===== src/ifetch_pkg.sv =====
package ifetch_pkg;

    // Cache geometry
    localparam int TAG_W     = 10;
    localparam int INDEX_W   = 7;
    localparam int BLOCK_NUM = 128;

    // Credits held after reset
    localparam int OUT_CREDITS = 4;
    localparam int MEM_CREDITS = 2;

    // Credit counter widths, wide enough for the full credit count
    localparam int OUT_CNT_W = $clog2(OUT_CREDITS + 1);
    localparam int MEM_CNT_W = $clog2(MEM_CREDITS + 1);

    // Register numbers
    localparam logic [1:0] CSR_CTRL   = 2'd0;
    localparam logic [1:0] CSR_START  = 2'd1;
    localparam logic [1:0] CSR_HITS   = 2'd2;
    localparam logic [1:0] CSR_MISSES = 2'd3;

    // Word address, tag in the upper bits and line index in the lower bits
    typedef logic [TAG_W+INDEX_W-1:0] inst_addr_t;
    typedef logic [TAG_W-1:0]         cache_tag_t;
    typedef logic [INDEX_W-1:0]       cache_index_t;

    typedef logic [31:0] inst_t;
    typedef logic [31:0] cnt_t;
    typedef logic [1:0]  csr_addr_t;

    typedef enum logic [1:0] {
        IDLE,
        LOOKUP,
        MISS_REQ,
        MISS_WAIT
    } fetch_state_t;

endpackage


===== src/fetch_ctrl.sv =====
`timescale 1ns/1ps

module fetch_ctrl import ifetch_pkg::*; (
    input  logic       clk_i,
    input  logic       rst_i,
    input  logic       fetch_en_i,
    input  logic       restart_i,
    input  inst_addr_t start_pc_i,
    input  logic       cache_hit_i,
    input  inst_t      cache_inst_i,
    output inst_addr_t lookup_pc_o,
    output logic       fill_we_o,
    output inst_addr_t fill_pc_o,
    output inst_t      fill_inst_o,
    output logic       mem_req_o,
    output inst_addr_t mem_addr_o,
    input  logic       mem_credit_i,
    input  logic       mem_rvalid_i,
    input  inst_t      mem_rdata_i,
    input  logic       out_credit_i,
    output logic       inst_valid_o,
    output inst_t      inst_o,
    output inst_addr_t inst_pc_o,
    output logic       hit_evt_o,
    output logic       miss_evt_o
);

    fetch_state_t          state_q;
    fetch_state_t          state_d;
    inst_addr_t            pc_q;
    logic [OUT_CNT_W-1:0]  out_cnt_q;
    logic [MEM_CNT_W-1:0]  mem_cnt_q;
    logic                  pending_q;
    logic                  refill_q;
    logic                  deliver;
    logic                  miss;

    // The current address drives lookup, request and fill alike
    assign lookup_pc_o = pc_q;
    assign mem_addr_o  = pc_q;
    assign fill_pc_o   = pc_q;
    assign fill_inst_o = mem_rdata_i;

    assign deliver = !restart_i && fetch_en_i && (state_q == LOOKUP) &&
                     cache_hit_i && (out_cnt_q != '0);
    assign miss    = !restart_i && fetch_en_i && (state_q == LOOKUP) && !cache_hit_i;

    // A stale response still in flight blocks the next request
    assign mem_req_o = !restart_i && fetch_en_i && (state_q == MISS_REQ) &&
                       (mem_cnt_q != '0) && !pending_q;

    // Responses seen outside MISS_WAIT belong to an abandoned address
    assign fill_we_o = (state_q == MISS_WAIT) && mem_rvalid_i;

    always_comb begin
        state_d = state_q;
        if (restart_i) begin
            state_d = fetch_en_i ? LOOKUP : IDLE;
        end else begin
            case (state_q)
                IDLE: begin
                    if (fetch_en_i) begin
                        state_d = LOOKUP;
                    end
                end
                LOOKUP: begin
                    if (!fetch_en_i) begin
                        state_d = IDLE;
                    end else if (!cache_hit_i) begin
                        state_d = MISS_REQ;
                    end
                end
                MISS_REQ: begin
                    if (!fetch_en_i) begin
                        state_d = IDLE;
                    end else if (mem_req_o) begin
                        state_d = MISS_WAIT;
                    end
                end
                MISS_WAIT: begin
                    if (mem_rvalid_i) begin
                        state_d = LOOKUP;
                    end
                end
                default: begin
                    state_d = IDLE;
                end
            endcase
        end
    end

    always_ff @(posedge clk_i) begin
        if (rst_i) begin
            state_q      <= IDLE;
            pc_q         <= '0;
            out_cnt_q    <= OUT_CNT_W'(OUT_CREDITS);
            mem_cnt_q    <= MEM_CNT_W'(MEM_CREDITS);
            pending_q    <= 1'b0;
            refill_q     <= 1'b0;
            inst_valid_o <= 1'b0;
            hit_evt_o    <= 1'b0;
            miss_evt_o   <= 1'b0;
        end else begin
            state_q      <= state_d;
            inst_valid_o <= deliver;
            // A word that was just refilled counts as the miss only
            hit_evt_o    <= deliver && !refill_q;
            miss_evt_o   <= miss;
            out_cnt_q    <= out_cnt_q - OUT_CNT_W'(deliver) + OUT_CNT_W'(out_credit_i);
            mem_cnt_q    <= mem_cnt_q - MEM_CNT_W'(mem_req_o) + MEM_CNT_W'(mem_credit_i);

            if (mem_req_o) begin
                pending_q <= 1'b1;
            end else if (mem_rvalid_i) begin
                pending_q <= 1'b0;
            end

            if (restart_i) begin
                pc_q     <= start_pc_i;
                refill_q <= 1'b0;
            end else if (deliver) begin
                pc_q     <= pc_q + 1'b1;
                refill_q <= 1'b0;
            end else if (fill_we_o) begin
                refill_q <= 1'b1;
            end
        end
    end

    always_ff @(posedge clk_i) begin
        if (deliver) begin
            inst_o    <= cache_inst_i;
            inst_pc_o <= pc_q;
        end
    end

    // A send or request without a credit would wrap its counter above the initial value
    a_credit_bound: assert property (
        @(posedge clk_i) disable iff (rst_i)
        (out_cnt_q <= OUT_CREDITS) && (mem_cnt_q <= MEM_CREDITS)
    );

endmodule


===== config.mk =====
export PLATFORM = sky130hd
export DESIGN_NAME = fetch_ctrl
export DESIGN_NICKNAME = d
export VERILOG_FILES = /design/src/ifetch_pkg.sv /design/src/fetch_ctrl.sv
export SDC_FILE = /design/constraint.sdc
export NUM_CORES = 1
export LEC_CHECK = 0
export ABC_AREA = 0
export BUFFER_PORTS_ARGS = -buffer_cell sky130_fd_sc_hd__buf_4
export CAP_MARGIN = 40
export CORE_AREA = 4 4 93 95
export CTS_BUF_LIST = sky130_fd_sc_hd__clkbuf_16
export DETAILED_ROUTE_END_ITERATION = 6
export DIE_AREA = 0 0 97 99
export HOLD_SLACK_MARGIN = 0.15
export PLACE_DENSITY = 0.87
export RECOVER_POWER = 100
export SKIP_LAST_GASP = 1
export SLEW_MARGIN = 20
export SYNTH_ARGS = -nofsm -noshare
export SYNTH_HDL_FRONTEND = slang
export SYNTH_SLANG_ARGS = --single-unit

===== constraint.sdc =====
create_clock -name clk_i -period 6.7 [get_ports clk_i]
set_input_delay 0.335 -clock clk_i [delete_from_list [all_inputs] [get_ports clk_i]]
set_output_delay 0.335 -clock clk_i [all_outputs]
set_load 0.02 [all_outputs]

# Word level (Yosys, flattened, before mapping)
# Index checks and enable logic that the tools add are counted.
# W data, S select, Z words.
dict set report totals {
  reg_bits 78
  in_bits 89
  output_inout_bits 137
}
dict set report op_classes {
  addsub 5
  eq_ne 7
  n_mux 13
  n_reduce_logical 21
}
# cell count
set op_table {}
lappend op_table {{$mux W17} 2}
lappend op_table {{$add A17 B1 Y17 const B} 1}
lappend op_table {{$mux W2} 7}
lappend op_table {{$logic_and A1 B1 Y1} 10}
lappend op_table {{$ne A4 B4 Y1 const B} 2}
lappend op_table {{$pmux W2 S4} 1}
lappend op_table {{$ne A3 B3 Y1 const B} 2}
lappend op_table {{$reduce_bool A2 Y1} 3}
lappend op_table {{$eq A2 B2 Y1 const B} 2}
lappend op_table {{$logic_not A1 Y1} 4}
lappend op_table {{$reduce_and A4 Y1} 1}
lappend op_table {{$add A3 B1 Y3} 1}
lappend op_table {{$mux W1} 3}
lappend op_table {{$reduce_bool A3 Y1} 1}
lappend op_table {{$reduce_or A3 Y1} 1}
lappend op_table {{$sub A3 B1 Y3} 1}
lappend op_table {{$add A2 B1 Y2} 1}
lappend op_table {{$eq A2 B1 Y1 const B} 1}
lappend op_table {{$logic_not A2 Y1} 1}
lappend op_table {{$sub A2 B1 Y2} 1}

# Longest topological paths before layout
# Gate-level depths: netlist of the first run.
dict set report logic_depth {
  word_depth 9
  depth_mapped 14
}

# Worst setup path after synthesis of the first run
# OpenSTA, ideal clock, no wires.
dict set report synth_timing {
  path_type {register to register}
  startpoint {register state_q[1]}
  endpoint {register out_cnt_q[2]}
  setup_ns 0.117
  arrival_time_ns 3.630
  setup_slack_ns 2.953
  path_stages_with_launch 15
  path_buffers 1
  path_cell_list {dfxtp_1 -> inv_1 -> ha_1 -> nand2_1 -> or3_1 -> buf_6 -> clkinv_1 -> ha_1 -> inv_1 -> ha_1 -> inv_1 -> fa_1 -> xor2_1 -> xnor2_1 -> nand2b_1}
}
dict set report synth_via {
  elab_chain_len 6
}
# element line
set synth_rtl {}
lappend synth_rtl {{start: declaration} fetch_ctrl.sv:28} ;# fetch_state_t state_q;
lappend synth_rtl {{start signal: assignment} fetch_ctrl.sv:104} ;# state_q <= state_d;
lappend synth_rtl {{$eq A2 B1 Y1} fetch_ctrl.sv:44} ;# assign deliver = !restart_i && fetch_en_i && (state_q == LOOKUP) &&
lappend synth_rtl {{$logic_and A1 B1 Y1 (2 in a row)} fetch_ctrl.sv:44}
lappend synth_rtl {{$logic_and A1 B1 Y1} fetch_ctrl.sv:45} ;# cache_hit_i && (out_cnt_q != '0);
lappend synth_rtl {{via deliver} fetch_ctrl.sv:35} ;# logic deliver;
lappend synth_rtl {{$sub A3 B1 Y3} fetch_ctrl.sv:109} ;# out_cnt_q <= out_cnt_q - OUT_CNT_W'(deliver) + OUT_CNT_W'(out_credit_i);
lappend synth_rtl {{$add A3 B1 Y3} fetch_ctrl.sv:109}
lappend synth_rtl {{end signal: assignment} fetch_ctrl.sv:96} ;# out_cnt_q <= OUT_CNT_W'(OUT_CREDITS);
lappend synth_rtl {{end signal: assignment} fetch_ctrl.sv:109}
lappend synth_rtl {{end: declaration} fetch_ctrl.sv:31} ;# logic [OUT_CNT_W-1:0] out_cnt_q;
# The timed path passes the listed nets, and every way through them passes these cells.
# A chain may end at the register's enable or synchronous reset.

# Final worst setup path of the first run
# Ends and elaborated chain as after synthesis.

==> run_results.csv, run 1 <==
group,metric,value,unit
status,status,"completed",
clock_network,clock-sinks,78,
timing,max_freq,262,MHz
setup_path,cp-end-kind,"flip-flop",
setup_path,crit_chain,"inv_1, ha_1, nand2_1, or3_1, inv_1, buf_12, ha_1, inv_1, ha_1, inv_1, fa_1, xor2_1, xnor2_1, nand2b_1",
yosys,avgSynthCellArea,11.6,um2
timing,rsz0062_at_grt,"no",
clock_network,cts_setup_buffers,0,
pwr,p_leak,0.00158,uW
die,pin_count,226,
finish,drive_above_1_share,0.186,
yosys,yosys.area.top_type,"edfxtp_1",
yosys,yosysMostFrequentCell,"buf_4",
timing,tns,0,ns
die,die_w,97,um
clock_network,cts_inserted_buffers,9,
timing,hold_viol,0,
clock_network,cts_tree,"built",
yosys,synth_warnings,0,
grt,grt_pass1_vias,2549,
clock_network,ctsResizeCount,0,
placement,portBuffers,161,
placement,place_ws,3.11,ns
setup_path,critical_path_class,"reg2reg",
drt,wl_met1,3.19,mm
setup_path,slowest_delay,0.83,ns
timing,finalCriticalPeriod,3.82,ns
grt,overflow,0,
setup_path,worstPathRequired,6.92,ns
grt,gr-usage-all-layers,0.182,
finish,area_delta_synth_final,20.6,%
drt,vias_per_cell,5.12,
die,core_area,0.00773,mm2
timing,post-route-period-util,0.570,
timing,setup_viol,0,
drt,first_pass_iters,4,
finish,nNetsFinal,503,
pwr,p_per_area,277,mW/mm2
grt,grt_antenna_before_repair,0,
setup_path,worstPathArrival,4.04,ns
job,cap_viol_max_count,0,
drt,dr_total_vias,2616,
drt,drc,0,
placement,dp_hpwl,6.82,mm
clock_network,holdBufCountCts,0,
timing,setup_slack,2.88,ns
timing,drv_slew,0,
yosys,yosys_most_used_dff,"edfxtp_1",
timing,tightest_slew,0.989,ns
yosys,postSynth.asyncResetShare,0,
clock_network,worstSkewPairLatency,0.32,ns
yosys,synth_cell_types,38,
drt,top_layer_used,"met4",
die,die_area,0.00960,mm2
pwr,ir_drop,0.129,mV
pwr,finalPower,1190,uW
drt,ant_nets,0,
die,placementRows,32,
yosys,syn_area,0.00355,mm2
yosys,synth_edf_count,49,
clock_network,cts-root-buf,"clkbuf_16",
setup_path,critical-path-top-delay-family,"buffers and inverters",
yosys,ys_seq_area_frac,0.578,
yosys,yosysTopAreaCellShare,0.415,
yosys,synth-seq-cells,78,
worst_hold_path,hp-class,"in2reg",
die,start_util,0.459,
yosys,yosys-top-cells-count,"buf_4 (66), edfxtp_1 (49), dfxtp_1 (29), nor2_1 (24), nand2_1 (14)",
timing,slew_headroom,0.340,
setup_path,critPathMaxFanout,32,
drt,wl_per_cell,17.7,um
placement,gp_congestion,0.803,
die,fp.dieH,99,um
drt,dr_wl_met2,4.71,mm
clock_network,h-tree-depth,3,
drt,dr_wl_met3,812,um
yosys,synth_area_leaders,"edfxtp_1 (41%), dfxtp_1 (16%), buf_4 (14%)",
timing,clock_skew,0.00447,ns
clock_network,path_clk_slew,0.06,ns
drt,totalWireLength,9.02,mm
yosys,synthCells,305,
clock_network,cts_buffer_depth,2,
setup_path,startpoint_type,"flip-flop",
yosys,syn_nets,404,
setup_path,cp.buffers_inverters,5,
drt,drt_iter0_drc,190,
grt,grt_pass1_wl,13.7,mm
grt,grt_max_degree,33,
setup_path,slowest_stage,"inv_1",
setup_path,critPathMostFrequentCell,"inv_1",
finish,insertedDiodeCount,0,
## sequential cells by signal (all words and copies together) (netlist names)
| register | cells |
|---|---|
| fill_pc_o | 17 |
| inst_pc_o | 17 |
| refill_q | 1 |
| inst_valid_o | 1 |
| pending_q | 1 |
| state_q | 2 |
| miss_evt_o | 1 |
| hit_evt_o | 1 |
| inst_o | 32 |
| out_cnt_q | 3 |
| mem_cnt_q | 2 |
## cell usage in the layout (no fill, tap or decap), types with 2 or more instances in the layout
| cell type | Yosys | routed |
|---|---|---|
| clkbuf_1 | 6 | 104 |
| edfxtp_1 | 49 | 49 |
| a31oi_1 | 7 | 7 |
| nand2_1 | 14 | 14 |
| buf_4 | 66 | 25 |
| inv_1 | 11 | 12 |
| nor4_1 | 3 | 4 |
| or3_1 | 6 | 6 |
| nor2_1 | 24 | 24 |
| a21oi_1 | 12 | 12 |
| o211ai_1 | 2 | 2 |
| nor3_1 | 5 | 5 |
| nand4_1 | 8 | 8 |
| nand3_1 | 4 | 4 |
| a22oi_1 | 4 | 4 |
| a211oi_1 | 4 | 4 |
| ha_1 | 9 | 9 |
| nor2b_1 | 3 | 3 |
| nand2b_1 | 2 | 2 |
| clkinvlp_4 | 0 | 2 |
| nor4b_1 | 2 | 2 |
| o21ai_0 | 7 | 7 |
| dfxtp_1 | 29 | 29 |
| clkbuf_16 | 0 | 9 |
| xor2_1 | 6 | 6 |
| clkbuf_4 | 0 | 32 |
| and3_1 | 3 | 3 |
| bufinv_16 | 0 | 2 |
| inv_6 | 0 | 2 |
| xnor2_1 | 5 | 5 |
## report_power, final
group | total, uW | internal [uW] | switching, uW
Combinational | 124 | 48.8 | 75.3
Sequential | 551 | 530 | 20.5
Clock | 513 | 327 | 186
## logic make-up (layout without fill, tap and decap cells)
family / Yosys count / in the layout / share of synthesized area
AOI/OAI and AO/OA: 41 / 41 / 0.0737
DFF: 78 / 78 / 0.578
adders and majority gates: 10 / 10 / 0.0374
and+or+nand+nor: 79 / 79 / 0.118
xor gates and xnor gates: 11 / 11 / 0.0272
buffers and inverters: 86 / 190 / 0.165
## routing by layer
metal	vias to the layer above	track usage
li1	1214	-
met1	1223	0.192
met2	131	0.321
met3	48	0.0580
met4	0	0.100
met5	-	0
## path summary, 6_finish.rpt
kind,start,end,slack (ns),cells past startpoint
worst max register to register,state_q[1],out_cnt_q[2],2.88,14
worst min register to register,refill_q,hit_evt_o,0.44,1
worst min-delay path,cache_inst_i[4],inst_o[4],0.21,1
worst max-delay path,state_q[1],out_cnt_q[2],2.88,14
## per-stage QoR
stage                     cell area, um2  hold slack (ns)   util  std cells
final                               4280            0.207  0.554        511
after floorplan                     3550            0.402      -        305
after CTS                           4680            0.171  0.606        511
after detailed placement            4360            0.428  0.565        495
after global placement              4340            0.418  0.562        494
after global routing                4280            0.193  0.554        511
## layout make-up
class / count / area (um2)
clock buffer: 9 / 225
clock inverter: 7 / 96.3
fill: 729 / 3450
inverter: 12 / 45.0
multi-input combinational: 141 / 895
sequential: 78 / 2050
tap: 102 / 128
timing repair buffer: 162 / 838
No activity file was read; power rests on OpenSTA's default activity.
==> run 2, diff against run 1 <==
--- a/config.mk
+++ b/config.mk
@@ -8,12 +8,12 @@
 export ABC_AREA = 0
 export BUFFER_PORTS_ARGS = -buffer_cell sky130_fd_sc_hd__buf_4
 export CAP_MARGIN = 40
-export CORE_AREA = 4 4 93 95
+export CORE_AREA = 4 4 96 98
 export CTS_BUF_LIST = sky130_fd_sc_hd__clkbuf_16
 export DETAILED_ROUTE_END_ITERATION = 6
-export DIE_AREA = 0 0 97 99
+export DIE_AREA = 0 0 100 102
 export HOLD_SLACK_MARGIN = 0.15
-export PLACE_DENSITY = 0.87
+export PLACE_DENSITY = 0.82
 export RECOVER_POWER = 100
 export SKIP_LAST_GASP = 1
 export SLEW_MARGIN = 20
==> constraint.sdc (replaced) <==
create_clock -name clk_i -period 3.7 [get_ports clk_i]
set_input_delay 0.185 -clock clk_i [delete_from_list [all_inputs] [get_ports clk_i]]
set_output_delay 0.185 -clock clk_i [all_outputs]
set_load 0.02 [all_outputs]
==> run 2 against run 1 <==
Effect of this change:
- global-route usage increased by 0.48 points
- sequential share of layout area decreased by 3.9 points
- sequential power increased by 81%
- die area increased by 6.2%
- highest routed layer unchanged
==> run_results.csv, run 2 (synthesis gave the netlist of run 1 again) <==
group,metric,value,unit
status,status,"completed",
timing,tightest_slew,0.803,ns
timing,finalCriticalPeriod,2.61,ns
pwr,finalPower,2130,uW
finish,layout_common_cells,"clkbuf_1 (106), edfxtp_1 (49), dlygate4sd3_1 (40)",
finish,largest_reg_flops,32,
clock_network,cts_inserted_buffers,9,
setup_path,slowest_stage,"buf_4",
drt,ant_nets,0,
die,placementRows,34,
setup_path,crit_chain,"inv_1, ha_1, nand2_1, or3_1, clkinvlp_2, buf_4, nor2_1, o21ai_0, a31oi_1",
clock_network,clock-sinks,78,
finish,drive_above_1_share,0.169,
timing,slew_headroom,0.465,
finish,nNetsFinal,544,
finish,final_common_cell,"clkbuf_1",
grt,grt_antenna_before_repair,0,
grt,gr-usage-all-layers,0.187,
die,die_area,0.0102,mm2
clock_network,ctsResizeCount,0,
grt,grt_pass1_vias,2807,
pwr,p_per_area,457,mW/mm2
timing,drv_slew,0,
timing,rsz0062_at_grt,"no",
pwr,ir_drop,0.236,mV
clock_network,cts_buffer_depth,2,
drt,dr_total_vias,2761,
timing,clock_skew,0.00656,ns
worst_hold_path,hp-class,"in2reg",
placement,dp_hpwl,6.57,mm
die,die_w,100,um
die,core_area,0.00847,mm2
setup_path,slowest_delay,0.55,ns
drt,vias_per_cell,4.95,
timing,setup_viol,0,
timing,tns,0,ns
setup_path,cp-end-kind,"flip-flop",
setup_path,critical-path-top-delay-family,"simple AND/OR/NAND/NOR gates",
setup_path,critical_path_class,"reg2reg",
finish,insertedDiodeCount,0,
grt,grt_pass1_wl,14.8,mm
drt,totalWireLength,9.82,mm
pwr,p_leak,0.00172,uW
clock_network,cts-root-buf,"clkbuf_16",
setup_path,cp.buffers_inverters,3,
die,pin_count,226,
timing,max_freq,383,MHz
clock_network,h-tree-depth,3,
drt,wl_per_cell,17.6,um
setup_path,startpoint_type,"flip-flop",
grt,grt_max_degree,57,
setup_path,worstPathArrival,2.81,ns
setup_path,critPathMaxFanout,56,
drt,drc,0,
clock_network,worstSkewPairLatency,0.33,ns
timing,post-route-period-util,0.705,
setup_path,worstPathRequired,3.90,ns
grt,overflow,0,
finish,area_delta_synth_final,31.2,%
clock_network,path_clk_slew,0.06,ns
drt,drt_iter0_drc,225,
placement,portBuffers,161,
drt,first_pass_iters,4,
timing,hold_viol,0,
clock_network,cts_tree,"built",
die,start_util,0.419,
job,cap_viol_max_count,0,
die,fp.dieH,102,um
finish,top_register,"inst_o",
placement,gp_congestion,0.794,
## run 2: final timing paths
kind / startpoint / to / slack [ns] / cells after the start
setup / recovery: state_q[1] / fill_pc_o[10] / 1.09 / 9
hold / removal: start_pc_i[6] / fill_pc_o[6] / 0.16 / 3
setup reg to reg: state_q[1] / fill_pc_o[10] / 1.09 / 9
hold reg to reg: refill_q / hit_evt_o / 0.44 / 1
## run 2: layout make-up
cell class | instances | area [um2]
Clock inverter | 7 | 73.8
Multi-Input combinational cell | 141 | 895
Tap cell | 108 | 135
Inverter | 12 | 46.3
Clock buffer | 9 | 225
Timing Repair Buffer | 203 | 1230
Fill cell | 795 | 3810
Sequential cell | 78 | 2050
## run 2: through the flow
step                      instances  utilization  setup WS, ns  hold slack [ns]  cell area (um2)
after floorplan                 305            -         0.692            0.261             3550
after CTS                       558        0.598          1.16            0.151             5070
final                           558        0.550          1.09            0.162             4650
after global routing            558        0.550         0.894            0.159             4650
after global placement          502        0.516          1.26            0.363             4370
after detailed placement        502        0.516          1.18            0.365             4370
## run 2: worst min-delay path, cell delays in order
cell and delay (ns):
buf_4 0.11, nor2_1 0.09, a211oi_1 0.06
## run 2: routing by layer
metal  GRT usage  share of wire
met1       0.206           0.37
met2       0.330           0.50
met3      0.0573           0.10
met4      0.0860          0.038
met5           0              0
## run 2: where the power goes
| part | internal [uW] | leakage, uW | switching (uW) |
|---|---|---|---|
| Clock | 524 | 0.000140 | 346 |
| Sequential | 960 | 0.000686 | 37.3 |
| Combinational | 115 | 0.000898 | 146 |
## run 2: what timing repair did
action,CTS,global route
hold buffers,40,0
buffers inserted,0,0
hold endpoints to repair,40,0
