## src/ifetch_pkg.sv

```systemverilog
package ifetch_pkg;

    // Cache geometry
    localparam int TAG_W     = 10;
    localparam int INDEX_W   = 7;
    localparam int BLOCK_NUM = 128;

    // Credits held after reset
    localparam int OUT_CREDITS = 4;
    localparam int MEM_CREDITS = 2;

    // Credit counter widths, wide enough for the full credit count
    localparam int OUT_CNT_W = $clog2(OUT_CREDITS + 1);
    localparam int MEM_CNT_W = $clog2(MEM_CREDITS + 1);

    // Register numbers
    localparam logic [1:0] CSR_CTRL   = 2'd0;
    localparam logic [1:0] CSR_START  = 2'd1;
    localparam logic [1:0] CSR_HITS   = 2'd2;
    localparam logic [1:0] CSR_MISSES = 2'd3;

    // Word address, tag in the upper bits and line index in the lower bits
    typedef logic [TAG_W+INDEX_W-1:0] inst_addr_t;
    typedef logic [TAG_W-1:0]         cache_tag_t;
    typedef logic [INDEX_W-1:0]       cache_index_t;

    typedef logic [31:0] inst_t;
    typedef logic [31:0] cnt_t;
    typedef logic [1:0]  csr_addr_t;

    typedef enum logic [1:0] {
        IDLE,
        LOOKUP,
        MISS_REQ,
        MISS_WAIT
    } fetch_state_t;

endpackage

```

## src/fetch_csr.sv

```systemverilog
`timescale 1ns/1ps

module fetch_csr import ifetch_pkg::*; (
    input  logic        clk_i,
    input  logic        rst_i,
    input  logic        cfg_we_i,
    input  csr_addr_t   cfg_addr_i,
    input  logic [31:0] cfg_wdata_i,
    output logic [31:0] cfg_rdata_o,
    input  logic        hit_evt_i,
    input  logic        miss_evt_i,
    output logic        fetch_en_o,
    output logic        restart_o,
    output inst_addr_t  start_pc_o,
    output logic        flush_o
);

    logic       en_q;
    logic       restart_q;
    logic       flush_q;
    inst_addr_t start_pc_q;
    cnt_t       hits_q;
    cnt_t       misses_q;
    logic       wr_ctrl;
    logic       wr_start;
    logic       wr_hits;
    logic       wr_misses;

    assign wr_ctrl   = cfg_we_i && (cfg_addr_i == CSR_CTRL);
    assign wr_start  = cfg_we_i && (cfg_addr_i == CSR_START);
    assign wr_hits   = cfg_we_i && (cfg_addr_i == CSR_HITS);
    assign wr_misses = cfg_we_i && (cfg_addr_i == CSR_MISSES);

    assign fetch_en_o = en_q;
    assign restart_o  = restart_q;
    assign start_pc_o = start_pc_q;
    assign flush_o    = flush_q;

    always_ff @(posedge clk_i) begin
        if (rst_i) begin
            en_q       <= 1'b0;
            restart_q  <= 1'b0;
            flush_q    <= 1'b0;
            start_pc_q <= '0;
        end else begin
            // Bit 0 is enable, bit 1 requests a one-cycle flush
            if (wr_ctrl) begin
                en_q <= cfg_wdata_i[0];
            end
            flush_q   <= wr_ctrl && cfg_wdata_i[1];
            restart_q <= wr_start;
            if (wr_start) begin
                start_pc_q <= inst_addr_t'(cfg_wdata_i);
            end
        end
    end

    // Any write to a counter clears it
    always_ff @(posedge clk_i) begin
        if (rst_i || wr_hits) begin
            hits_q <= '0;
        end else if (hit_evt_i) begin
            hits_q <= hits_q + 1'b1;
        end
    end

    always_ff @(posedge clk_i) begin
        if (rst_i || wr_misses) begin
            misses_q <= '0;
        end else if (miss_evt_i) begin
            misses_q <= misses_q + 1'b1;
        end
    end

    always_comb begin
        case (cfg_addr_i)
            CSR_CTRL:   cfg_rdata_o = {31'b0, en_q};
            CSR_START:  cfg_rdata_o = 32'(start_pc_q);
            CSR_HITS:   cfg_rdata_o = hits_q;
            CSR_MISSES: cfg_rdata_o = misses_q;
            default:    cfg_rdata_o = '0;
        endcase
    end

endmodule

```

## config.mk

```make
export PLATFORM = sky130hd
export DESIGN_NAME = fetch_csr
export DESIGN_NICKNAME = d
export VERILOG_FILES = /design/src/ifetch_pkg.sv /design/src/fetch_csr.sv
export SDC_FILE = /design/constraint.sdc
export NUM_CORES = 1
export LEC_CHECK = 0
export BUFFER_PORTS_ARGS = -buffer_cell sky130_fd_sc_hd__buf_2
export CORE_UTILIZATION = 35
export DETAILED_ROUTE_END_ITERATION = 8
export SETUP_SLACK_MARGIN = 0.02
export SYNTH_ARGS = -nofsm -noshare
export SYNTH_HDL_FRONTEND = slang
export SYNTH_SLANG_ARGS = --single-unit
```

## constraint.sdc

```tcl
create_clock -name clk_i -period 2.08 [get_ports clk_i]
set_input_delay 0.104 -clock clk_i [delete_from_list [all_inputs] [get_ports clk_i]]
set_output_delay 0.104 -clock clk_i [all_outputs]
set_load 0.005 [all_outputs]
```

# Word-level counts from Yosys, hierarchy flattened
# Cells that the tools add are included.
# Widths: inputs -> output; s select.
[word_totals] out_inout_bits=52 register_bits=84
[classes] n_reduce_logical=8 eq_ne=3 add_sub_neg=2 n_mux=1
[op_table] cell="$pmux 32 s4" n=1
[op_table] cell="$add 32x1->32 const B" n=2
[op_table] cell="$logic_and 1x1->1" n=5
[op_table] cell="$eq 2x2->1 const B" n=2
[op_table] cell="$eq 2x1->1 const B" n=1
[op_table] cell="$logic_not 2->1" n=1
[op_table] cell="$logic_or 1x1->1" n=2

# Logic depth before layout (Yosys ltp)
# Gate-level depths: netlist (run 1).
[depth] depth_word=3 depth_mapped=8

# Worst setup path before layout (run 1)
# Ideal clock, no wire load.
[synth_path] kind="reg2reg" startpoint="reg misses_q[0]" endpoint="reg misses_q[26]" required_ns=2.010 setup_time_ns=0.070 path_stages_with_launch=7 slack_ns=0.058 arrival_ns=1.951 path_cell_list="dfxtp_1 -> ha_1 -> nand3_1 -> or3_1 -> clkbuf_1 -> or4_1 -> a21oi_1"
[synth_via] elab_chain_cells=1
[synth_rtl] item="start, declared" line_no="fetch_csr.sv:23" source="cnt_t misses_q;"
[synth_rtl] item="start signal, assigned" line_no="fetch_csr.sv:71" source="misses_q <= misses_q + 1'b1;"
[synth_rtl] item="$add 32x1->32" line_no="fetch_csr.sv:71"
# No other way between the ends.
# A chain may end at the register's enable or synchronous reset.

# Final worst setup path (run 1)
[layout_path] startpoint="reg hits_q[16]" endpoint="reg hits_q[30]"
[layout_via] elab_chain_cells=1
[layout_rtl] item="start, declared" line_no="fetch_csr.sv:22" source="cnt_t hits_q;"
[layout_rtl] item="start signal, assigned" line_no="fetch_csr.sv:63" source="hits_q <= hits_q + 1'b1;"
[layout_rtl] item="$add 32x1->32" line_no="fetch_csr.sv:63"
# No other way between the ends.

==> flow_metrics.tcl, run 1 <==
set metrics [dict create \
    hold_path.startpoint "cfg_wdata_i[16]" \
    synth_flop_cell "sky130_fd_sc_hd__dfxtp_1" \
    initial_antenna_violation_count 0 \
    grt_max_degree 31 \
    worstPathArrival_ps 2270 \
    clk-insertion-delay-late_ps 330 \
    hold_path_class "in -> reg" \
    slew_headroom 0.582 \
    cp.required_ps 2340 \
    cp_cell_sequence "nand4_1, or4_4, or4_1, a21oi_1" \
    synth_async_sr_flop_share 0 \
    cts.htree.levels 3 \
    path_max_fanout 10 \
    final-hold-violation-count 0 \
    ir_drop_mv 0.631 \
    detailedRoute.firstIterationViolations 217 \
    synth_seq_area_share 0.380 \
    netSwitchingFraction 0.220 \
    rsz0062_at_grt "true" \
    gpl.final_weighted_congestion 0.803 \
    nature_of_the_critical_path_endpoint "register" \
    synth_largest_area_cell "sky130_fd_sc_hd__dfxtp_1" \
    design.die.area_mm2 0.0131 \
    tritoncts "built" \
    layoutNonFillerInstCount 804 \
    wirelength_um 12900 \
    fp.coreArea_mm2 0.0122 \
    r2r_slack_ps 70 \
    max_slew_violation_count 0 \
    final_worst_clock_skew_ps 5.00 \
    p_int_mw 2.72 \
    result_of_the_run "complete, no violations" \
    power_per_cell_area_mw_per_mm2 626 \
    synth_largest_type_area_fraction 0.380 \
    area_of_the_mapped_netlist_mm2 0.00442 \
    worst_r2r_startpoint "hits_q[16]$_SDFFE_PP0P_" \
    hold-path-endpoint "start_pc_o[16]$_SDFFE_PP0P_" \
    antenna-diode-count 0 \
    dpl.hpwl_um 9320 \
    post_drt_via_cell_ratio 5.42 \
    std_cell_rows 40 \
    boundaryPins 91 \
    synthesis.instances 531 \
    firstDrtPassIters 6 \
    yosys_warnings 0 \
    chipHeight_um 114 \
    postSynthAreaPerCell_um2 8.33 \
    start_kind "register" \
    maxcap_violations 0 \
    critical-path-max-stage-delay_ps 600 \
    cts_sinks 84 \
    power.combinational.fraction 0.061 \
    finalSetupTns_ps 0 \
    r2r_cells 4 \
    grt_usage 0.202 \
    layout_worst_path_cycle_share 0.966 \
    final_min_period_ps 2010 \
    slowest_stage "sky130_fd_sc_hd__or4_4" \
    transition_time_at_the_pin_with_the_least_slew_margin_ps 627 \
    max-clock-path-buffers 2 \
    layout-drive-gt1-share 0.253 \
    cts-buffers-inserted 9 \
    achievable-frequency_mhz 497 \
    synth.ff_latch_count 84 \
    total_leakage_power_nw 2.09 \
    power.share.clock 0.467 \
    synth_edf_count 0 \
    critical_path.reg2reg.endpoint "hits_q[30]$_SDFFE_PP0P_" \
    worst-setup-path-type "reg -> reg" \
    ys_types 44 \
    routed_wl_per_cell_um 16.1 \
    number_of_i_o_port_buffers 75 \
    total_switching_power_mw 0.765 \
    grt_pass1_wl_um 20800 \
    drtAntennaViolNets 0 \
    synth_nets 572 \
    placed_cells_incl_taps 784 \
    clkSlewWorstSetupHoldPaths_ps 60 \
    vias_in_the_first_global_route 4275 \
    synth_top_cells_by_area "sky130_fd_sc_hd__dfxtp_1, sky130_fd_sc_hd__a21oi_1, sky130_fd_sc_hd__nand2_1" \
    final_nets 672 \
    drc 0 \
    die_x_um 114 \
    vias 4359 \
    power_frac_seq 0.472 \
    cts-root-buf "sky130_fd_sc_hd__clkbuf_16" \
    globalRoute.totalOverflow 0 \
    fin_util 0.458 \
    final_setup_violating_endpoints 0 \
    floorplan.initialDensity 0.364 \
    cells_on_worst_hold_path 3 \
    synthToLayoutAreaGrowth_pct 25.8 \
]
==> cells in the final DEF, fill, tap and decap left out, types with 3 or more instances in the layout <==
cell                            count
sky130_fd_sc_hd__a21oi_1           51
sky130_fd_sc_hd__a22o_1            16
sky130_fd_sc_hd__a31o_2             3
sky130_fd_sc_hd__and2_1             3
sky130_fd_sc_hd__and4_1            10
sky130_fd_sc_hd__buf_2             75
sky130_fd_sc_hd__buf_4             47
sky130_fd_sc_hd__clkbuf_1           4
sky130_fd_sc_hd__clkbuf_16          9
sky130_fd_sc_hd__dfxtp_1           82
sky130_fd_sc_hd__dlygate4sd3_1      3
sky130_fd_sc_hd__inv_1             10
sky130_fd_sc_hd__mux2_2            14
sky130_fd_sc_hd__mux2i_1           21
sky130_fd_sc_hd__nand2_1           65
sky130_fd_sc_hd__nand3_1           20
sky130_fd_sc_hd__nand4_1           22
sky130_fd_sc_hd__nor2_1            30
sky130_fd_sc_hd__nor2b_1           16
sky130_fd_sc_hd__nor3_1             8
sky130_fd_sc_hd__nor4_1            11
sky130_fd_sc_hd__o21ai_0           12
sky130_fd_sc_hd__o31ai_1           18
sky130_fd_sc_hd__or3_1             10
sky130_fd_sc_hd__or4_1             21
sky130_fd_sc_hd__xnor2_1           14
sky130_fd_sc_hd__xor2_1             8
==> state kept, by name, indices dropped and copies added (netlist names) <==
register    count
hits_q         32
misses_q       32
start_pc_o     17
fetch_en_o      1
flush_o         1
restart_o       1
==> layout make-up <==
cell class                 instances  area, um2
sequential                        84       1680
inverter                          10       37.5
timing repair buffer             125        758
fill                            1203       6600
clock buffer                      15        268
multi-input combinational        401       2580
clock inverter                     1       30.0
tap                              168        210
==> layer usage <==
layer / part of all wire / GRT usage / vias up
li1: - / - / 2150
met1: 0.47 / 0.255 / 2075
met2: 0.46 / 0.338 / 122
met3: 0.055 / 0.0540 / 12
met4: 0.013 / 0.0580 / 0
met5: 0 / 0 / -
==> timing repair <==
item	in CTS	in global routing
endpoints found under the hold margin	3	0
setup endpoints to repair	0	17
resized for setup	0	5
hold buffers	3	0
setup buffers	0	0
==> how the worst max path moves through the flow <==
stage / from / end / slack (ps)
after global placement: misses_q[1]$_SDFFE_PP0P_ / misses_q[26]$_SDFFE_PP0P_ / 130
after detailed placement: hits_q[10]$_SDFFE_PP0P_ / hits_q[30]$_SDFFE_PP0P_ / 70
final: hits_q[16]$_SDFFE_PP0P_ / hits_q[30]$_SDFFE_PP0P_ / 70
after CTS: hits_q[10]$_SDFFE_PP0P_ / hits_q[30]$_SDFFE_PP0P_ / 60
after global routing: hits_q[16]$_SDFFE_PP0P_ / hits_q[26]$_SDFFE_PP0P_ / 2
after floorplan: misses_q[0]$_SDFFE_PP0P_ / misses_q[26]$_SDFFE_PP0P_ / 60
==> power by group through the flow <==
stage	clock network, mW	logic, mW	registers (mW)
detailed placement	0	0.209	1.68
global placement	0	0.205	1.68
finish	1.63	0.214	1.64
global route	1.72	0.236	1.64
floorplan	0	0.123	1.68
CTS	1.67	0.214	1.64
==> per-stage QoR <==
stage | hold slack, ps | area (um2) | worst slack, ps | power (mW)
after floorplan | 240 | 4420 | 58.3 | 1.80
after global placement | 343 | 5210 | 134 | 1.88
after detailed placement | 349 | 5210 | 72.1 | 1.89
after CTS | 1.75 | 5540 | 59.2 | 3.52
after global routing | 3.34 | 5560 | 1.93 | 3.60
final | 13.5 | 5560 | 69.9 | 3.48
==> cell usage after synthesis (all sizes together), types with 3 or more instances <==
master,n
xnor2,14
nor4,11
clkbuf,33
or3,12
nand2,65
a22o,16
nor2,30
nor2b,16
nand3,20
or4,22
dfxtp,84
buf,4
mux2i,21
mux2,14
and4,10
a21oi,51
xor2,8
a31o,3
nand4,23
o21ai,12
o31ai,18
inv,10
nor3,8
and2,3
==> cells by family (layout without fill, tap and decap cells) <==
family | after synthesis | count (layout) | share of synthesized area
XOR/XNOR | 22 | 22 | 0.0436
adder cells (fa/ha/maj) | 2 | 2 | 0.00566
buffers and inverters | 47 | 151 | 0.0422
AND/OR/NAND/NOR | 232 | 233 | 0.286
flip-flops | 84 | 84 | 0.380
multiplexers | 36 | 36 | 0.0883
AO/OA/AOI/OAI | 108 | 108 | 0.154
==> critical path: cells and delay by family, from the launching register on <==
kind             cells  cell delay (ps)
AND/OR/NAND/NOR      3             1350
AO/OA/AOI/OAI        1              160
flip-flops           1              420
Power figures use the tool's default switching activity.
==> inputs of run 2 (changes only) <==
==> constraint.sdc (replaced) <==
create_clock -name clk_i -period 2.5 [get_ports clk_i]
set_input_delay 0.125 -clock clk_i [delete_from_list [all_inputs] [get_ports clk_i]]
set_output_delay 0.125 -clock clk_i [all_outputs]
set_load 0.005 [all_outputs]
==> run 2 against run 1 <==
Clock power shrank 24%. Die area stayed put. Core utilization is 2.8 points lower. Non-clock buffer count decreased by 38. Critical endpoint is now misses_q[24]$_SDFFE_PP0P_. Design area fell by 6.2%. Cell count decreased by 4.9%. Critical path depth increased by 1. Critical path type unchanged.
==> flow_metrics.tcl, run 2 (synthesis results as in run 1) <==
set metrics [dict create \
    maxcap_violations 0 \
    wirelength_um 12100 \
    globalRoute.totalOverflow 0 \
    die_x_um 114 \
    cts_hold_buf 0 \
    cts-root-buf "sky130_fd_sc_hd__clkbuf_16" \
    cts.htree.levels 3 \
    detailedRoute.firstIterationViolations 334 \
    final_worst_clock_skew_ps 6.88 \
    worstPathArrival_ps 2420 \
    post-route-worst-setup-slack_ps 351 \
    floorplan.initialDensity 0.364 \
    tritoncts "built" \
    fp.coreArea_mm2 0.0122 \
    start_kind "register" \
    total_leakage_power_nw 1.88 \
    slew_headroom 0.527 \
    transition_time_at_the_pin_with_the_least_slew_margin_ps 703 \
    firstDrtPassIters 5 \
    dpl_cell_area_mm2 0.00495 \
    grt_pass1_wl_um 19700 \
    vias_in_the_first_global_route 4033 \
    max-clock-path-buffers 2 \
    cts-buffers-inserted 9 \
    cp.required_ps 2770 \
    r2r_cells 5 \
    cts_sinks 84 \
    final_min_period_ps 2150 \
    power_per_cell_area_mw_per_mm2 530 \
    finalSetupTns_ps 0 \
    result_of_the_run "complete, no violations" \
    mostFrequentLayoutCell "sky130_fd_sc_hd__dfxtp_1" \
    clkSlewWorstSetupHoldPaths_ps 60 \
    std_cell_rows 40 \
    r2r_slack_ps 350 \
    drtAntennaViolNets 0 \
    max_slew_violation_count 0 \
    synthToLayoutAreaGrowth_pct 18.0 \
    finalHoldWorstSlack_ps 15.6 \
    layout_worst_path_cycle_share 0.860 \
    layout_common_cells "sky130_fd_sc_hd__dfxtp_1, sky130_fd_sc_hd__buf_2, sky130_fd_sc_hd__nand2_1" \
    gpl.final_weighted_congestion 0.774 \
    grt_usage 0.193 \
    final_nets 633 \
    design.die.area_mm2 0.0131 \
    ir_drop_mv 0.281 \
    post_cts.resized_instances 0 \
    dpl.hpwl_um 8720 \
    initial_antenna_violation_count 0 \
    post_drt_via_cell_ratio 5.50 \
    fin_area_mm2 0.00522 \
    post_cts_buffers 0 \
    final_setup_violating_endpoints 0 \
    final-hold-violation-count 0 \
    path_max_fanout 13 \
    hold_path_class "in -> reg" \
    boundaryPins 91 \
    vias 4205 \
    number_of_i_o_port_buffers 75 \
    worst-setup-path-type "reg -> reg" \
    clk-insertion-delay-late_ps 340 \
    achievable-frequency_mhz 465 \
    grt_max_degree 38 \
    cells_on_worst_hold_path 3 \
    rsz0062_at_grt "false" \
    antenna-diode-count 0 \
    chipHeight_um 114 \
    layout-drive-gt1-share 0.208 \
    routed_wl_per_cell_um 15.8 \
    drc 0 \
    pre_cts_slack_ps 366 \
    nature_of_the_critical_path_endpoint "register" \
]
==> run 2: worst max-delay path: stages, from the launching register on <==
cell	delay, ps
sky130_fd_sc_hd__dfxtp_1	400
sky130_fd_sc_hd__ha_1	210
sky130_fd_sc_hd__nand3_1	110
sky130_fd_sc_hd__or3_1	600
sky130_fd_sc_hd__or4_1	580
sky130_fd_sc_hd__a21oi_1	170
==> run 2: where the power goes <==
part           internal [mW]  switching (mW)
Combinational         0.0638          0.0937
Sequential              1.35          0.0157
Clock                  0.694           0.547
==> run 2: layout make-up <==
cell class / instances / area [um2]
Fill cell: 1254 / 6940
Multi-Input combinational cell: 400 / 2550
Sequential cell: 84 / 1680
Timing Repair Buffer: 87 / 465
Clock buffer: 11 / 243
Tap cell: 168 / 210
Inverter: 10 / 37.5
Clock inverter: 5 / 27.5
==> run 2: per-stage QoR <==
step | total power [mW] | cells | utilization
global route | 2.87 | 765 | 0.429
floorplan | 1.50 | 531 | -
finish | 2.77 | 765 | 0.429
global placement | 1.56 | 749 | 0.407
detailed placement | 1.56 | 749 | 0.407
CTS | 2.81 | 765 | 0.429
==> run 2: final timing paths <==
| path | startpoint | endpoint |
|---|---|---|
| worst max-delay path | misses_q[0]$_SDFFE_PP0P_ | misses_q[24]$_SDFFE_PP0P_ |
| worst min-delay path | cfg_wdata_i[7] | start_pc_o[7]$_SDFFE_PP0P_ |
| worst max register to register | misses_q[0]$_SDFFE_PP0P_ | misses_q[24]$_SDFFE_PP0P_ |
| worst min register to register | start_pc_o[10]$_SDFFE_PP0P_ | start_pc_o[10]$_SDFFE_PP0P_ |
==> run 2: metal layers <==
| layer | global-route usage | vias to the layer above | wire length [um] |
|---|---|---|---|
| met4 | 0.0649 | 0 | 160 |
| li1 | - | 2081 | - |
| met3 | 0.0492 | 14 | 839 |
| met1 | 0.251 | 1986 | 5520 |
| met5 | 0 | - | 0 |
| met2 | 0.311 | 124 | 5540 |
==> inputs of run 3 (changes only) <==
--- a/config.mk
+++ b/config.mk
@@ -5,10 +5,12 @@
 export SDC_FILE = /design/constraint.sdc
 export NUM_CORES = 1
 export LEC_CHECK = 0
-export BUFFER_PORTS_ARGS = -buffer_cell sky130_fd_sc_hd__buf_2
+export ABC_AREA = 1
 export CORE_UTILIZATION = 35
 export DETAILED_ROUTE_END_ITERATION = 8
+export DONT_BUFFER_PORTS = 1
 export SETUP_SLACK_MARGIN = 0.02
+export SKIP_CTS_REPAIR_TIMING = 1
 export SYNTH_ARGS = -nofsm -noshare
 export SYNTH_HDL_FRONTEND = slang
 export SYNTH_SLANG_ARGS = --single-unit
==> run 3 against run 2 <==
Power rose by 8.0%. Register-to-register slack improved by 470 ps. Clock power increased by 18%. Maximum frequency up 26%. Core utilization decreased by 0.93 points. Clock skew about the same. Synthesized area increased by 6.3%. Design area rose by 3.6%. Via count rose by 13%. Largest cell class unchanged. Combinational power about the same. First-iteration DRC count is 4.8% lower. Hold slack worse by 41 ps. The run now ends with hold timing left.
==> flow_metrics.tcl, run 3 <==
set metrics [dict create \
    area_of_the_mapped_netlist_mm2 0.00470 \
    synth_edf_count 0 \
    die_x_um 118 \
    cts-root-buf "sky130_fd_sc_hd__clkbuf_16" \
    total_leakage_power_nw 1.93 \
    synth_top_cells_by_area "sky130_fd_sc_hd__dfxtp_1, sky130_fd_sc_hd__nand2_1, sky130_fd_sc_hd__nor2_1" \
    ir_drop_mv 0.270 \
    yosys_warnings 0 \
    gpl.final_weighted_congestion 0.879 \
    postSynthAreaPerCell_um2 6.39 \
    synthToLayoutAreaGrowth_pct 15.0 \
    max-clock-path-buffers 2 \
    synth_async_sr_flop_share 0 \
    layout-drive-gt1-share 0.0711 \
    clkSlewWorstSetupHoldPaths_ps 60 \
    power.combinational.fraction 0.054 \
    rsz0062_at_grt "false" \
    boundaryPins 91 \
    worstPathArrival_ps 1950 \
    post_drt_via_cell_ratio 5.10 \
    cts-buffers-inserted 9 \
    design.die.area_mm2 0.0139 \
    power_frac_seq 0.459 \
    yosys.cell_count.top_type "sky130_fd_sc_hd__nand2_1" \
    floorplan.initialDensity 0.365 \
    routed_wl_per_cell_um 14.6 \
    p_int_mw 2.29 \
    layoutNonFillerInstCount 932 \
    dpl.hpwl_um 10200 \
    nature_of_the_critical_path_endpoint "register" \
    synth_nets 777 \
    maxcap_violations 0 \
    fp.coreArea_mm2 0.0129 \
    drc 0 \
    fin_util 0.420 \
    crit_path_start "cfg_addr_i[0]" \
    initial_antenna_violation_count 0 \
    firstDrtPassIters 5 \
    report.power.total_mw 2.99 \
    placed_cells_incl_taps 893 \
    failing_checks "hold timing" \
    grt_pass1_wl_um 21900 \
    mostFrequentLayoutCell "sky130_fd_sc_hd__nand2_1" \
    final_min_period_ps 1710 \
    fin_area_mm2 0.00541 \
    detailedRoute.firstIterationViolations 318 \
    netSwitchingFraction 0.235 \
    final_worst_clock_skew_ps 6.97 \
    power.share.clock 0.488 \
    number_of_i_o_port_buffers 0 \
    achievable-frequency_mhz 585 \
    hold_path.startpoint "miss_evt_i" \
    path_max_fanout 18 \
    pre_cts_slack_ps 857 \
    post-route-worst-setup-slack_ps 790 \
    layout_common_cells "sky130_fd_sc_hd__nand2_1, sky130_fd_sc_hd__nor2_1, sky130_fd_sc_hd__dfxtp_1" \
    grt_max_degree 26 \
    hold_path_class "in -> reg" \
    max_slew_violation_count 0 \
    tritoncts "built" \
    ys_types 34 \
    total_switching_power_mw 0.702 \
    synth.ff_latch_count 84 \
    result_of_the_run "complete, but fails checks" \
    dpl_cell_area_mm2 0.00486 \
    synthesis.instances 736 \
    slew_headroom 0.540 \
    grt_usage 0.201 \
    final_setup_violating_endpoints 0 \
    final-hold-violation-count 4 \
    wirelength_um 13600 \
    antenna-diode-count 0 \
    chipHeight_um 118 \
    transition_time_at_the_pin_with_the_least_slew_margin_ps 688 \
    synth_flop_cell "sky130_fd_sc_hd__dfxtp_1" \
    vias 4753 \
    finalSetupTns_ps 0 \
    start_kind "primary input" \
    cts.htree.levels 3 \
    cp.required_ps 2740 \
    clk-insertion-delay-late_ps 350 \
    synth_largest_area_cell "sky130_fd_sc_hd__dfxtp_1" \
    globalRoute.totalOverflow 0 \
    final_nets 796 \
    synthTopCellsByCount "sky130_fd_sc_hd__nand2_1, sky130_fd_sc_hd__nor2_1, sky130_fd_sc_hd__dfxtp_1, sky130_fd_sc_hd__inv_1, sky130_fd_sc_hd__nand3_1" \
    power_per_cell_area_mw_per_mm2 553 \
    std_cell_rows 41 \
    synth_seq_area_share 0.358 \
    synth_largest_type_area_fraction 0.358 \
    layout_worst_path_cycle_share 0.684 \
    drtAntennaViolNets 0 \
    cts_sinks 84 \
    worst-setup-path-type "in -> reg" \
    worst_r2r_startpoint "misses_q[0]$_SDFFE_PP0P_" \
    vias_in_the_first_global_route 4286 \
    finalHoldWorstSlack_ps -25.5 \
]
==> run 3: path summary, 6_finish.rpt <==
check	endpoint	slack (ps)	depth (start not counted)
worst min-delay path	misses_q[0]$_SDFFE_PP0P_	-30	2
worst max-delay path	start_pc_o[10]$_SDFFE_PP0P_	790	6
worst max register to register	misses_q[28]$_SDFFE_PP0P_	820	9
worst min register to register	hits_q[19]$_SDFFE_PP0P_	490	1
==> run 3: per-layer routing <==
layer,track usage,vias up,routed length (um),share of wire
met4,0.140,0,779,0.057
met1,0.244,2164,6000,0.44
met3,0.0349,49,507,0.037
met2,0.321,106,6350,0.47
li1,-,2434,-,-
met5,0,-,0,0
==> run 3: power groups by stage <==
stage	logic (mW)	clock network (mW)	registers, mW
finish	0.160	1.46	1.37
global route	0.180	1.53	1.37
CTS	0.121	1.48	1.37
detailed placement	0.121	0	1.40
global placement	0.120	0	1.40
floorplan	0.109	0	1.40
==> run 3: logic make-up (layout without fill, tap and decap cells) <==
| group | count (synthesis) | after routing | share of synthesized area |
|---|---|---|---|
| buffers and inverters | 106 | 130 | 0.0891 |
| adders and majority gates | 2 | 2 | 0.00532 |
| and+or+nand+nor | 440 | 440 | 0.419 |
| DFF | 84 | 84 | 0.358 |
| muxes | 1 | 1 | 0.00213 |
| xor gates and xnor gates | 1 | 1 | 0.00186 |
| AOI/OAI and AO/OA | 102 | 102 | 0.125 |
==> run 3: worst max-delay path: stages <==
cell,delay (ps)
sky130_fd_sc_hd__inv_2,100
sky130_fd_sc_hd__nor2_2,380
sky130_fd_sc_hd__nand2_1,500
sky130_fd_sc_hd__nand2_1,170
sky130_fd_sc_hd__a21oi_1,70
sky130_fd_sc_hd__dlygate4sd3_1,590
==> run 3: area by class of cell <==
type / instances / area, um2
clock buffers: 10 / 229
clock inverters: 6 / 88.8
fillers: 1376 / 7470
inverters: 86 / 323
multi-input cells: 546 / 2600
flip-flops and latches: 84 / 1680
well taps: 172 / 215
repair buffers: 28 / 268
